**src/common/fetch_pkg.sv**
```systemverilog
`default_nettype none

package fetch_pkg;

  localparam int XLEN     = 64;
  localparam int INST_LEN = 32;
  localparam int TRAP_LEN = 16;

  // trap bus bit positions, as the mcause codes
  localparam int TRAP_INST_ADDR_MISALIGNED = 0;
  localparam int TRAP_INST_ACCESS_FAULT    = 1;
  localparam int TRAP_INST_PAGE_FAULT      = 12;  // never raised, no mmu here

  // addi x0, x0, 0
  localparam logic [INST_LEN-1:0] INST_NOP = 32'h0000_0013;

  // major opcodes seen by the static predictor
  localparam logic [6:0] OPC_JAL    = 7'b110_1111;
  localparam logic [6:0] OPC_BRANCH = 7'b110_0011;

  // fault code carried through the queue
  typedef enum logic [1:0] {
    FAULT_NONE       = 2'd0,
    FAULT_MISALIGNED = 2'd1,
    FAULT_ACCESS     = 2'd2
  } fault_e;

  // one queue entry, 98 bits
  typedef struct packed {
    logic [XLEN-1:0]     pc;
    logic [INST_LEN-1:0] inst;
    fault_e              fault;
  } fetch_entry_t;

endpackage

`default_nettype wire

```
**src/fetch/fetch_unit.sv**
```systemverilog
`timescale 1ns/1ps
`default_nettype none

module fetch_unit #(
  parameter logic [fetch_pkg::XLEN-1:0] RESET_PC = 64'h8000_0000
) (
  input  logic                          clk,
  input  logic                          reset_i,
  input  logic                          redirect_valid_i,
  input  logic [fetch_pkg::XLEN-1:0]    redirect_pc_i,
  input  logic [fetch_pkg::INST_LEN-1:0] wb_dat_i,
  input  logic                          wb_ack_i,
  input  logic                          wb_err_i,
  input  logic                          q_full_i,
  output logic                          wb_cyc_o,
  output logic                          wb_stb_o,
  output logic                          wb_we_o,
  output logic [fetch_pkg::XLEN-1:0]    wb_adr_o,
  output logic                          q_push_o,
  output fetch_pkg::fetch_entry_t       q_entry_o
);

  typedef enum logic [1:0] {
    ST_IDLE = 2'd0,
    ST_BUS  = 2'd1,
    ST_HALT = 2'd2
  } state_e;

  state_e                     state_q;
  logic [fetch_pkg::XLEN-1:0] pc_q;
  logic [fetch_pkg::XLEN-1:0] adr_q;
  logic                       discard_q;  // cycle outlived a redirect

  logic                       misaligned;
  logic                       bus_done;
  logic                       start_bus;
  logic                       push_fault;
  logic                       push_bus;
  logic [6:0]                 opcode;
  logic [fetch_pkg::XLEN-1:0] imm_j;
  logic [fetch_pkg::XLEN-1:0] imm_b;
  logic [fetch_pkg::XLEN-1:0] next_pc;

  assign misaligned = (pc_q[1:0] != 2'b00);
  assign bus_done   = (state_q == ST_BUS) && (wb_ack_i || wb_err_i);

  // a redirect in the same cycle always wins over a new fetch
  assign start_bus  = (state_q == ST_IDLE) && !redirect_valid_i && !q_full_i && !misaligned;
  assign push_fault = (state_q == ST_IDLE) && !redirect_valid_i && !q_full_i && misaligned;
  assign push_bus   = bus_done && !discard_q && !redirect_valid_i;

  assign q_push_o = push_fault || push_bus;

  // read-only classic master, cyc and stb move together
  assign wb_cyc_o = (state_q == ST_BUS);
  assign wb_stb_o = (state_q == ST_BUS);
  assign wb_we_o  = 1'b0;
  assign wb_adr_o = adr_q;

  // static predecode of the returned word
  assign opcode = wb_dat_i[6:0];
  assign imm_j  = {{44{wb_dat_i[31]}}, wb_dat_i[19:12], wb_dat_i[20], wb_dat_i[30:21], 1'b0};
  assign imm_b  = {{52{wb_dat_i[31]}}, wb_dat_i[7], wb_dat_i[30:25], wb_dat_i[11:8], 1'b0};

  always_comb begin
    if (opcode == fetch_pkg::OPC_JAL) begin
      next_pc = pc_q + imm_j;  // always taken
    end else if (opcode == fetch_pkg::OPC_BRANCH && wb_dat_i[31]) begin
      next_pc = pc_q + imm_b;  // backward, assume a loop
    end else begin
      next_pc = pc_q + 64'd4;
    end
  end

  always_comb begin
    q_entry_o.pc = pc_q;
    if (push_fault) begin
      q_entry_o.inst  = fetch_pkg::INST_NOP;
      q_entry_o.fault = fetch_pkg::FAULT_MISALIGNED;
    end else if (wb_err_i) begin
      q_entry_o.inst  = fetch_pkg::INST_NOP;
      q_entry_o.fault = fetch_pkg::FAULT_ACCESS;
    end else begin
      q_entry_o.inst  = wb_dat_i;
      q_entry_o.fault = fetch_pkg::FAULT_NONE;
    end
  end

  always_ff @(posedge clk) begin
    if (reset_i) begin
      pc_q <= RESET_PC;
    end else if (redirect_valid_i) begin
      pc_q <= redirect_pc_i;
    end else if (push_bus && !wb_err_i) begin
      pc_q <= next_pc;
    end
  end

  // address held for the whole cycle, even across a redirect
  always_ff @(posedge clk) begin
    if (start_bus) begin
      adr_q <= {pc_q[fetch_pkg::XLEN-1:2], 2'b00};
    end
  end

  always_ff @(posedge clk) begin
    if (reset_i) begin
      state_q   <= ST_IDLE;
      discard_q <= 1'b0;
    end else begin
      case (state_q)
        ST_IDLE: begin
          if (start_bus) begin
            state_q <= ST_BUS;
          end else if (push_fault) begin
            state_q <= ST_HALT;  // wait for a redirect
          end
        end
        ST_BUS: begin
          if (bus_done) begin
            discard_q <= 1'b0;
            if (push_bus && wb_err_i) begin
              state_q <= ST_HALT;
            end else begin
              state_q <= ST_IDLE;
            end
          end else if (redirect_valid_i) begin
            discard_q <= 1'b1;  // drop the word when it shows up
          end
        end
        ST_HALT: begin
          if (redirect_valid_i) begin
            state_q <= ST_IDLE;
          end
        end
        default: state_q <= ST_IDLE;
      endcase
    end
  end

endmodule

`default_nettype wire

```
**src/verilog/inst_queue.sv**
```systemverilog
`timescale 1ns/1ps
`default_nettype none

module inst_queue #(
  parameter int  DEPTH   = 4,
  parameter type entry_t = logic [31:0]
) (
  input  logic   clk,
  input  logic   reset_i,
  input  logic   flush_i,
  input  logic   push_i,
  input  entry_t push_data_i,
  input  logic   pop_i,
  output entry_t pop_data_o,
  output logic   full_o,
  output logic   empty_o
);

  localparam int PTR_W = (DEPTH > 1) ? $clog2(DEPTH) : 1;
  localparam int CNT_W = $clog2(DEPTH + 1);

  entry_t           mem_q [DEPTH];
  logic [PTR_W-1:0] wr_ptr_q;
  logic [PTR_W-1:0] rd_ptr_q;
  logic [CNT_W-1:0] count_q;
  logic             do_push;
  logic             do_pop;

  function automatic logic [PTR_W-1:0] ptr_inc(input logic [PTR_W-1:0] ptr);
    if (ptr == PTR_W'(DEPTH - 1)) begin
      return '0;
    end
    return ptr + 1'b1;
  endfunction

  assign full_o  = (count_q == CNT_W'(DEPTH));
  assign empty_o = (count_q == '0);

  assign do_push = push_i && !full_o;
  assign do_pop  = pop_i && !empty_o;

  assign pop_data_o = mem_q[rd_ptr_q];  // head is always visible

  always_ff @(posedge clk) begin
    if (do_push) begin
      mem_q[wr_ptr_q] <= push_data_i;
    end
  end

  always_ff @(posedge clk) begin
    if (reset_i || flush_i) begin
      wr_ptr_q <= '0;
      rd_ptr_q <= '0;
      count_q  <= '0;
    end else begin
      if (do_push) wr_ptr_q <= ptr_inc(wr_ptr_q);
      if (do_pop)  rd_ptr_q <= ptr_inc(rd_ptr_q);
      case ({do_push, do_pop})
        2'b10:   count_q <= count_q + 1'b1;
        2'b01:   count_q <= count_q - 1'b1;
        default: count_q <= count_q;  // both or neither
      endcase
    end
  end

endmodule

`default_nettype wire

```
**src/verilog/id_issue.sv**
```systemverilog
`timescale 1ns/1ps
`default_nettype none

module id_issue (
  input  logic                           clk,
  input  logic                           reset_i,
  input  logic                           flush_i,
  input  logic                           q_empty_i,
  input  fetch_pkg::fetch_entry_t        q_data_i,
  input  logic                           id_ready_i,
  output logic                           q_pop_o,
  output logic                           id_valid_o,
  output logic [fetch_pkg::XLEN-1:0]     id_pc_o,
  output logic [fetch_pkg::INST_LEN-1:0] id_inst_o,
  output logic [fetch_pkg::TRAP_LEN-1:0] id_trap_o
);

  logic                    valid_q;
  fetch_pkg::fetch_entry_t entry_q;

  // refill when empty or when decode drains us this cycle
  assign q_pop_o = !q_empty_i && (!valid_q || id_ready_i);

  always_ff @(posedge clk) begin
    if (reset_i || flush_i) begin
      valid_q <= 1'b0;
    end else if (q_pop_o) begin
      valid_q <= 1'b1;
    end else if (id_ready_i) begin
      valid_q <= 1'b0;
    end
  end

  always_ff @(posedge clk) begin
    if (q_pop_o) begin
      entry_q <= q_data_i;
    end
  end

  assign id_valid_o = valid_q;
  assign id_pc_o    = entry_q.pc;
  assign id_inst_o  = (entry_q.fault == fetch_pkg::FAULT_NONE) ? entry_q.inst
                                                               : fetch_pkg::INST_NOP;

  // fault code to one-hot trap bits
  always_comb begin
    id_trap_o = '0;
    id_trap_o[fetch_pkg::TRAP_INST_ADDR_MISALIGNED] =
        (entry_q.fault == fetch_pkg::FAULT_MISALIGNED);
    id_trap_o[fetch_pkg::TRAP_INST_ACCESS_FAULT] =
        (entry_q.fault == fetch_pkg::FAULT_ACCESS);
    id_trap_o[fetch_pkg::TRAP_INST_PAGE_FAULT] = 1'b0;  // no translation
  end

endmodule

`default_nettype wire

```
**src/verilog/fetch_top.sv**
```systemverilog
`timescale 1ns/1ps
`default_nettype none

module fetch_top #(
  parameter logic [fetch_pkg::XLEN-1:0] RESET_PC    = 64'h8000_0000,
  parameter int                         QUEUE_DEPTH = 4
) (
  input  logic                           clk,
  input  logic                           reset_i,
  input  logic                           redirect_valid_i,
  input  logic [fetch_pkg::XLEN-1:0]     redirect_pc_i,
  output logic                           wb_cyc_o,
  output logic                           wb_stb_o,
  output logic                           wb_we_o,
  output logic [fetch_pkg::XLEN-1:0]     wb_adr_o,
  input  logic [fetch_pkg::INST_LEN-1:0] wb_dat_i,
  input  logic                           wb_ack_i,
  input  logic                           wb_err_i,
  output logic                           id_valid_o,
  output logic [fetch_pkg::XLEN-1:0]     id_pc_o,
  output logic [fetch_pkg::INST_LEN-1:0] id_inst_o,
  output logic [fetch_pkg::TRAP_LEN-1:0] id_trap_o,
  input  logic                           id_ready_i
);

  logic                    q_push;
  fetch_pkg::fetch_entry_t q_push_entry;
  logic                    q_full;
  logic                    q_empty;
  logic                    q_pop;
  fetch_pkg::fetch_entry_t q_head;

  fetch_unit #(
    .RESET_PC (RESET_PC)
  ) fetch_unit_i (
    .clk              (clk),
    .reset_i          (reset_i),
    .redirect_valid_i (redirect_valid_i),
    .redirect_pc_i    (redirect_pc_i),
    .wb_dat_i         (wb_dat_i),
    .wb_ack_i         (wb_ack_i),
    .wb_err_i         (wb_err_i),
    .q_full_i         (q_full),
    .wb_cyc_o         (wb_cyc_o),
    .wb_stb_o         (wb_stb_o),
    .wb_we_o          (wb_we_o),
    .wb_adr_o         (wb_adr_o),
    .q_push_o         (q_push),
    .q_entry_o        (q_push_entry)
  );

  inst_queue #(
    .DEPTH   (QUEUE_DEPTH),
    .entry_t (fetch_pkg::fetch_entry_t)
  ) inst_queue_i (
    .clk         (clk),
    .reset_i     (reset_i),
    .flush_i     (redirect_valid_i),
    .push_i      (q_push),
    .push_data_i (q_push_entry),
    .pop_i       (q_pop),
    .pop_data_o  (q_head),
    .full_o      (q_full),
    .empty_o     (q_empty)
  );

  id_issue id_issue_i (
    .clk        (clk),
    .reset_i    (reset_i),
    .flush_i    (redirect_valid_i),
    .q_empty_i  (q_empty),
    .q_data_i   (q_head),
    .id_ready_i (id_ready_i),
    .q_pop_o    (q_pop),
    .id_valid_o (id_valid_o),
    .id_pc_o    (id_pc_o),
    .id_inst_o  (id_inst_o),
    .id_trap_o  (id_trap_o)
  );

endmodule

`default_nettype wire

```
**config.mk**
```make
export PLATFORM = sky130hd
export DESIGN_NAME = fetch_top
export DESIGN_NICKNAME = d
export VERILOG_FILES = /design/src/common/fetch_pkg.sv /design/src/fetch/fetch_unit.sv /design/src/verilog/inst_queue.sv /design/src/verilog/id_issue.sv /design/src/verilog/fetch_top.sv
export SDC_FILE = /design/constraint.sdc
export NUM_CORES = 1
export LEC_CHECK = 0
export BUFFER_PORTS_ARGS = -buffer_cell sky130_fd_sc_hd__buf_2
export CORE_MARGIN = 5
export CORE_UTILIZATION = 54
export CTS_CLUSTER_SIZE = 14
export DETAILED_ROUTE_END_ITERATION = 16
export PLACE_DENSITY_LB_ADDON = 0.25
export SETUP_SLACK_MARGIN = 0.15
export SLEW_MARGIN = 10
export SYNTH_ARGS = -nofsm -noshare
export SYNTH_HDL_FRONTEND = slang
export SYNTH_SLANG_ARGS = --single-unit
```
**constraint.sdc**
```tcl
create_clock -name clk -period 8.26 [get_ports clk]
set_input_delay 1.652 -clock clk [delete_from_list [all_inputs] [get_ports clk]]
set_output_delay 1.652 -clock clk [all_outputs]
set_load 0.01 [all_outputs]
```
### After elaboration in Yosys (flattened, before gate mapping)

Memories as Yosys holds them, arrays and structs flattened. A register that Yosys moved wholly into a read port is not among the register bits.
Index checks and enable logic that the tools add are counted.

| word-level totals | value |
|---|---|
| register bits after elaboration | 137 |
| RAM bits | 392 |
| input port bits | 102 |
| memories kept | 1 |

| cells by class | value |
|---|---|
| add/sub/neg operators | 7 |
| equality and inequality tests | 14 |
| muxes and demuxes | 30 |
| reduce and logical (&&, ||, !) cells | 34 |

Memories:

| memory | words | width | read ports | clocked after Yosys merged registers in | wr ports | line | text |
|---|---|---|---|---|---|---|---|
| inst_queue_i.mem_q | 4 | 98 | 1 | 1 | 1 | inst_queue.sv:22 | `entry_t mem_q [DEPTH];` |

Operator list:

| operator | count |
|---|---|
| $mux W64 | 4 |
| $add A64 B64 Y64 | 2 |
| $mux W34 | 2 |
| $add A64 B3 Y64 const B | 1 |
| $mux W32 | 1 |
| $mux W2 | 9 |
| $eq A7 B7 Y1 const B | 2 |
| $logic_and A1 B1 Y1 | 13 |
| $mux W1 | 12 |
| $eq A2 B2 Y1 const B | 5 |
| $reduce_bool A2 Y1 | 5 |
| $logic_not A1 Y1 | 7 |
| $eq A2 B1 Y1 const B | 3 |
| $pmux W2 S3 | 1 |
| $pmux W3 S2 | 1 |
| $add A2 B1 Y2 const B | 2 |
| $logic_not A2 Y1 | 2 |
| $logic_or A1 B1 Y1 | 4 |
| $add A3 B1 Y3 const B | 1 |
| $eq A3 B3 Y1 const B | 1 |
| $logic_not A3 Y1 | 1 |
| $ne A3 B1 Y1 const B | 1 |
| $reduce_and A3 Y1 | 1 |
| $sub A3 B1 Y3 const B | 1 |
| 3 further kinds | 3 |

### Logic depth before layout (Yosys ltp)

| depth | value |
|---|---|
| depth in word-level cells | 9 |
| gate-level depth with buffers | 14 |

### By module

Synthesis repeated with hierarchy kept, for this count alone.

| unflattened totals | value |
|---|---|
| cells, all modules | 2621 |
| area, all modules | 32250.9 um2 |

Modules (own cells, without submodules):

| module | instances | cells an instance | area an instance (um2) | seq. area each (um2) |
|---|---|---|---|---|
| inst_queue | 1 | 568 | 14627.8 | 11951.5 |
| fetch_unit | 1 | 1834 | 13774.5 | 3203.1 |
| id_issue | 1 | 219 | 3848.7 | 2962.8 |

### Worst setup path before layout

No wires, ideal clock.

| path | value |
|---|---|
| path kind | in2reg |
| start point | in id_ready_i |
| end point | reg inst_queue_i.count_q[2] |
| setup time | 70 ps |
| arrival time | 8405 ps |
| setup slack | -216 ps |
| cell stages on the path | 8 |
| path buffers | 0 |
| cells stage by stage | inv_1 -> a21oi_1 -> ha_1 -> inv_1 -> fa_1 -> xor2_1 -> or3_1 -> a21oi_1 |

| between the ends | value |
|---|---|
| longest elaborated chain between the ends | 5 |

RTL lines:

| element | line | text |
|---|---|---|
| from (decl) | fetch_top.sv:23 | `input logic id_ready_i` |
| $logic_or A1 B1 Y1 * | id_issue.sv:22 | `assign q_pop_o = !q_empty_i && (!valid_q \|\| id_ready_i);` |
| $logic_and A1 B1 Y1 * | id_issue.sv:22 |  |
| named net id_issue_i.q_pop_o | id_issue.sv:11 | `output logic q_pop_o,` |
| $logic_and A1 B1 Y1 * | inst_queue.sv:40 | `assign do_pop = pop_i && !empty_o;` |
| $eq A2 B1 Y1 / $eq A2 B2 Y1 (equally long branches) | inst_queue.sv:58 | `case ({do_push, do_pop})` |
| $pmux W3 S2 / $reduce_bool A2 Y1 (equally long branches) | -- |  |
| to (signal assigned) | inst_queue.sv:59 | `2'b10: count_q <= count_q + 1'b1;` |
| to (signal assigned) | inst_queue.sv:60 | `2'b01: count_q <= count_q - 1'b1;` |
| to (signal assigned) | inst_queue.sv:61 | `default: count_q <= count_q;` |
| to (decl) | inst_queue.sv:25 | `logic [CNT_W-1:0] count_q;` |

The timed path passes the listed nets; every way through them passes the cells marked *.
A chain may end at the register's enable or synchronous reset.

### Worst setup path after layout

| path | value |
|---|---|
| start point | in wb_dat_i[31] in the netlist's numbering |
| end point | reg fetch_unit_i.pc_q[63] in the netlist's numbering |

| between the ends | value |
|---|---|
| longest elaborated chain between the ends | 5 |

RTL lines:

| element | line | text |
|---|---|---|
| from (decl) | fetch_top.sv:16 | `input logic [fetch_pkg::INST_LEN-1:0] wb_dat_i,` |
| $add A64 B64 Y64 / $logic_and A1 B1 Y1 (equally long branches) | fetch_unit.sv:69, fetch_unit.sv:68 |  |
| $mux W64 | fetch_unit.sv:68 | `end else if (opcode == fetch_pkg::OPC_BRANCH && wb_dat_i[31]) begin` |
| $mux W64 * | fetch_unit.sv:66 | `if (opcode == fetch_pkg::OPC_JAL) begin` |
| $mux W64 * | fetch_unit.sv:94 | `end else if (push_bus && !wb_err_i) begin` |
| $mux W64 * | fetch_unit.sv:92 | `end else if (redirect_valid_i) begin` |
| to (signal assigned) | fetch_unit.sv:93 | `pc_q <= redirect_pc_i;` |
| to (signal assigned) | fetch_unit.sv:95 | `pc_q <= next_pc;` |
| to (decl) | fetch_unit.sv:30 | `logic [fetch_pkg::XLEN-1:0] pc_q;` |

Every way passes the cells marked *; elsewhere a longest branch is shown, timed or not. The select of a mux whose other input is x is not followed.

==> summary.txt <==
Outcome
  • Run status: finished clean

Synthesis
  • #FFs+latches synth: 627
  • Synth top area share: a little over half
  • Post-synth top area cell: edfxtp_1
  • Primary FF master, synth: edfxtp_1
  • Synth unique cells: 102
  • Adder-Cell Fraction of Synth Area: around 3.4%
  • Mux share of post-synthesis cell area: between 7 and 8%
  • Most frequent cell after synthesis: edfxtp_1
  • Post-synthesis cell area: ~0.032 mm2
  • Largest family of logic cells by synthesized area: compound AO/OA/AOI/OAI gates
  • Mean post-synth cell area: 12.4 um2
  • Post-synth top cells: edfxtp_1 (552), a21oi_1 (221), nand2_1 (178)
  • Register area share after synthesis: roughly 57%
  • Post-synthesis compound-gate area fraction: around 14%
  • Post-Synth Simple-Gate Area: between 10% and 20%
  • Cells after Synth: approximately 2,600
  • Ranking of synthesized cells by area: edfxtp_1 (52%), mux4_2 (7.0%), dfxtp_1 (4.7%), a21oi_1 (3.5%), ha_1 (3.2%)
  • Number of enable flip-flop cells after synthesis: 552
  • Async set-reset flop share out of synthesis: 0%
  • Warnings from Yosys: 0
  • Post-Synth XOR/XNOR Area: approximately 2.8%

Pwr
  • Combinational Power Share: approximately an eighth
  • Overall power: approximately 7.8 mW
  • Clock power frac: 38.4%
  • LEAKAGE: approximately 12 nW
  • Int Power: 5.65 mW
  • Sequential share of power: between 40% and 50%
  • Peak VDD IR: about 220 uV
  • Pwr Density: 220 mW/mm2
  • Switch share: a little over a quarter
  • Sw power: between 2 and 2.5 mW

Timing
  • # setup viols final: 0
  • Fin crit period: ~5400 ps
  • Final WS setup: around 2800 ps
  • Worst-Margin Slew: about 1200 ps
  • Final setup TNS: 0 ps
  • Final Hold Fails: 0
  • Clk_skew: around 34 ps
  • RSZ-0062 raised after global routing: no
  • Hold slack: around 510 ps
  • Relative slew slack: between 20% and 30%
  • Peak Freq: 0.184 GHz
  • Fin crit share: around two thirds
  • Slew Viols, Final: 0

Placed design
  • DP HPWL: 75.2 mm
  • GP Congestion: approximately 1.1
  • DP Worst Slack: ~2300 ps
  • Cells after DPL: between 3,000 and 4,000
  • Buffers on Ports: roughly 260

Setup path
  • Critical Path Start Type: input pin
  • Worst reg2reg setup slack: between 3000 and 4000 ps
  • Worst path arrival time: around 6000 ps
  • Reg2Reg Depth: 7
  • Reg-to-reg endpoint: inst_queue_i.mem_q[3][73]$_DFFE_PP_
  • Crit path largest cell delay: between 700 and 800 ps
  • Delay-heaviest family, CP: simple AND/OR/NAND/NOR gates
  • Critical path class: in -> reg
  • Sum of buffers and inverters on the critical path: 1
  • Crit path top cell by count: xnor2_1
  • Critical path endpoint category: flop
  • Req. time, crit path: between 8000 and 9000 ps
  • Worst reg2reg path startpoint: inst_queue_i.count_q[0]$_SDFFE_PP0P_
  • Critical path peak fanout: 39
  • Slowest CP cell: buf_2
  • Critical path, cell by cell: buf_2 -> ha_1 -> nand4_2 -> nor4_4 -> nand3_1 -> or4_1 -> a211oi_1 -> o21ai_1 -> xnor2_1 -> o221ai_1 -> xnor2_1 -> o21a_1

Layout
  • Area Overhead vs Synth: 11.2%
  • Final Non-Filler Cells: 3,535
  • Fill count: 4,575
  • Share of cells above drive strength 1: ~20%
  • Final #Nets: 2,904

Die
  • Num ports: approximately 280
  • Chip width: approximately 250 um
  • FP Rows: a little under 90
  • Core area: approximately 0.058 mm2
  • Full die area: 0.0637 mm2
  • Starting Density: 54.8%
  • Die Ht: 252 um

GRT
  • Total gr overflow: 0
  • First-pass GRT wire length: 156 mm
  • Largest net degree at the start of global routing: between 90 and 100
  • Aggregate global-route resource usage: between 30% and 40%
  • Number of global-route vias before repair: ~22,000
  • Initial antenna violation count: 8

Detailed routing
  • Post-route ant nets: 0
  • First-pass DRT Iterations: 6
  • Routed WL: between 100 and 150 mm
  • Residual DRC: 0
  • WL/cell: 30.8 um
  • Initial DRC count: around 2,900
  • Routed vias: 23,441
  • Vias per cell: between 6 and 7

CTS
  • Root Buffer: clkbuf_16
  • # clock sinks: about 630
  • Hold_buf cts: 0
  • Worst-case clock buffer depth: 3
  • Worst-path clk slew: about 60 ps
  • CTS Buf Count: between 60 and 70
  • Post-CTS sizing: 0
  • Later-pin clock latency in the skew report: between 600 and 700 ps
  • Postcts setup bufs: 0
  • # H-tree levels: 3
  • CTS tree: built

Worst hold path
  • Hold_sp: id_issue_i.id_valid_o$_SDFFE_PP0P_
  • Hold endpoint: id_issue_i.id_valid_o$_SDFFE_PP0P_
  • HP Class: reg -> reg
  • Worst Hold Path Cells: 2

Flow run
  • Max-cap violation count: 0
[sequential cells by signal, indices dropped and copies added (netlist names), 2 cells and up]
register,count
inst_queue_i.mem_q,392
fetch_unit_i.pc_q,64
id_issue_i.id_pc_o,64
fetch_unit_i.wb_adr_o,62
id_issue_i.entry_q,34
inst_queue_i.count_q,3
fetch_unit_i.state_q,2
inst_queue_i.rd_ptr_q,2
inst_queue_i.wr_ptr_q,2
[metrics by stage]
stage	utilization, %	instance area [um2]
after floorplan	-	31800
after global placement	57.2	33100
after detailed placement	57.2	33100
after CTS	60.9	35300
after global routing	60.9	35300
final	60.9	35300
[cell families (layout without fill, tap and decap cells)]
| kind of cell | count (synthesis) | count (layout) |
|---|---|---|
| mux | 111 | 111 |
| fa+ha+maj | 85 | 85 |
| flops | 627 | 627 |
| buf+inv | 265 | 455 |
| xor+xnor | 101 | 101 |
| compound gates | 694 | 694 |
| simple gates | 677 | 677 |
| other cells | 1 | 20 |
[worst register-to-register path: cells and delay by family (launching register included)]
kind            cells  cell delay [ps]
compound gates      1              400
buf+inv             2              520
flops               1              360
simple gates        4             2570
[power groups by stage]
stage | registers, mW | logic (mW) | clock network, mW
2_1_floorplan | 3.78 | 0.660 | 0
3_3_place_gp | 3.81 | 0.984 | 0
3_5_place_dp | 3.82 | 0.987 | 0
4_1_cts | 3.76 | 0.993 | 3.02
5_1_grt | 3.77 | 1.07 | 3.17
6_report | 3.76 | 1.01 | 2.98
[worst max-delay path by stage]
| stage | startpoint | endpoint | slack (ps) | cells past startpoint |
|---|---|---|---|---|
| floorplan | redirect_valid_i | inst_queue_i.mem_q[0][0]$_DFFE_PP_ | 570 | 4 |
| global placement | wb_dat_i[31] | fetch_unit_i.pc_q[63]$_SDFFE_PP0P_ | 2240 | 12 |
| detailed placement | wb_dat_i[31] | fetch_unit_i.pc_q[63]$_SDFFE_PP0P_ | 2320 | 12 |
| CTS | wb_dat_i[31] | fetch_unit_i.pc_q[63]$_SDFFE_PP0P_ | 2950 | 12 |
| global route | wb_dat_i[31] | fetch_unit_i.pc_q[56]$_SDFFE_PP0P_ | 2710 | 13 |
| finish | wb_dat_i[31] | fetch_unit_i.pc_q[63]$_SDFFE_PP0P_ | 2810 | 12 |
[cells in the final DEF, fill, tap and decap left out, types with 33 or more instances in the layout]
| cell type | instances |
|---|---|
| a211oi_1 | 33 |
| nand4_1 | 48 |
| a21oi_1 | 219 |
| dfxtp_1 | 73 |
| a21o_1 | 36 |
| nand2_1 | 177 |
| inv_1 | 45 |
| clkbuf_16 | 68 |
| nor2_1 | 159 |
| xor2_1 | 51 |
| buf_2 | 263 |
| xnor2_1 | 50 |
| o21ai_0 | 127 |
| nor3_1 | 48 |
| ha_1 | 82 |
| nand3_1 | 54 |
| and2_1 | 64 |
| edfxtp_1 | 552 |
| mux4_2 | 98 |
[routing by layer]
| layer | GRT usage (%) | part of all wire (%) | routed length, um | vias up |
|---|---|---|---|---|
| met5 | 0 | 0.0064 | 7 | - |
| met4 | 9.12 | 2.8 | 3060 | 2 |
| met3 | 8.27 | 11 | 12300 | 176 |
| met2 | 49.6 | 44 | 48100 | 1385 |
| met1 | 49.3 | 42 | 45400 | 11747 |
| li1 | - | - | - | 10131 |
[layout make-up]
cell class	instances	area, um2	area share, %
Antenna cell	3	7.51	0.0213
Clock buffer	85	1770	5.00
Clock inverter	35	402	1.14
Inverter	45	169	0.479
Multi-Input combinational cell	1685	12300	34.9
Sequential cell	627	18100	51.2
Tap cell	765	957	2.71
Timing Repair Buffer	290	1580	4.48
Power figures use the tool's default switching activity.
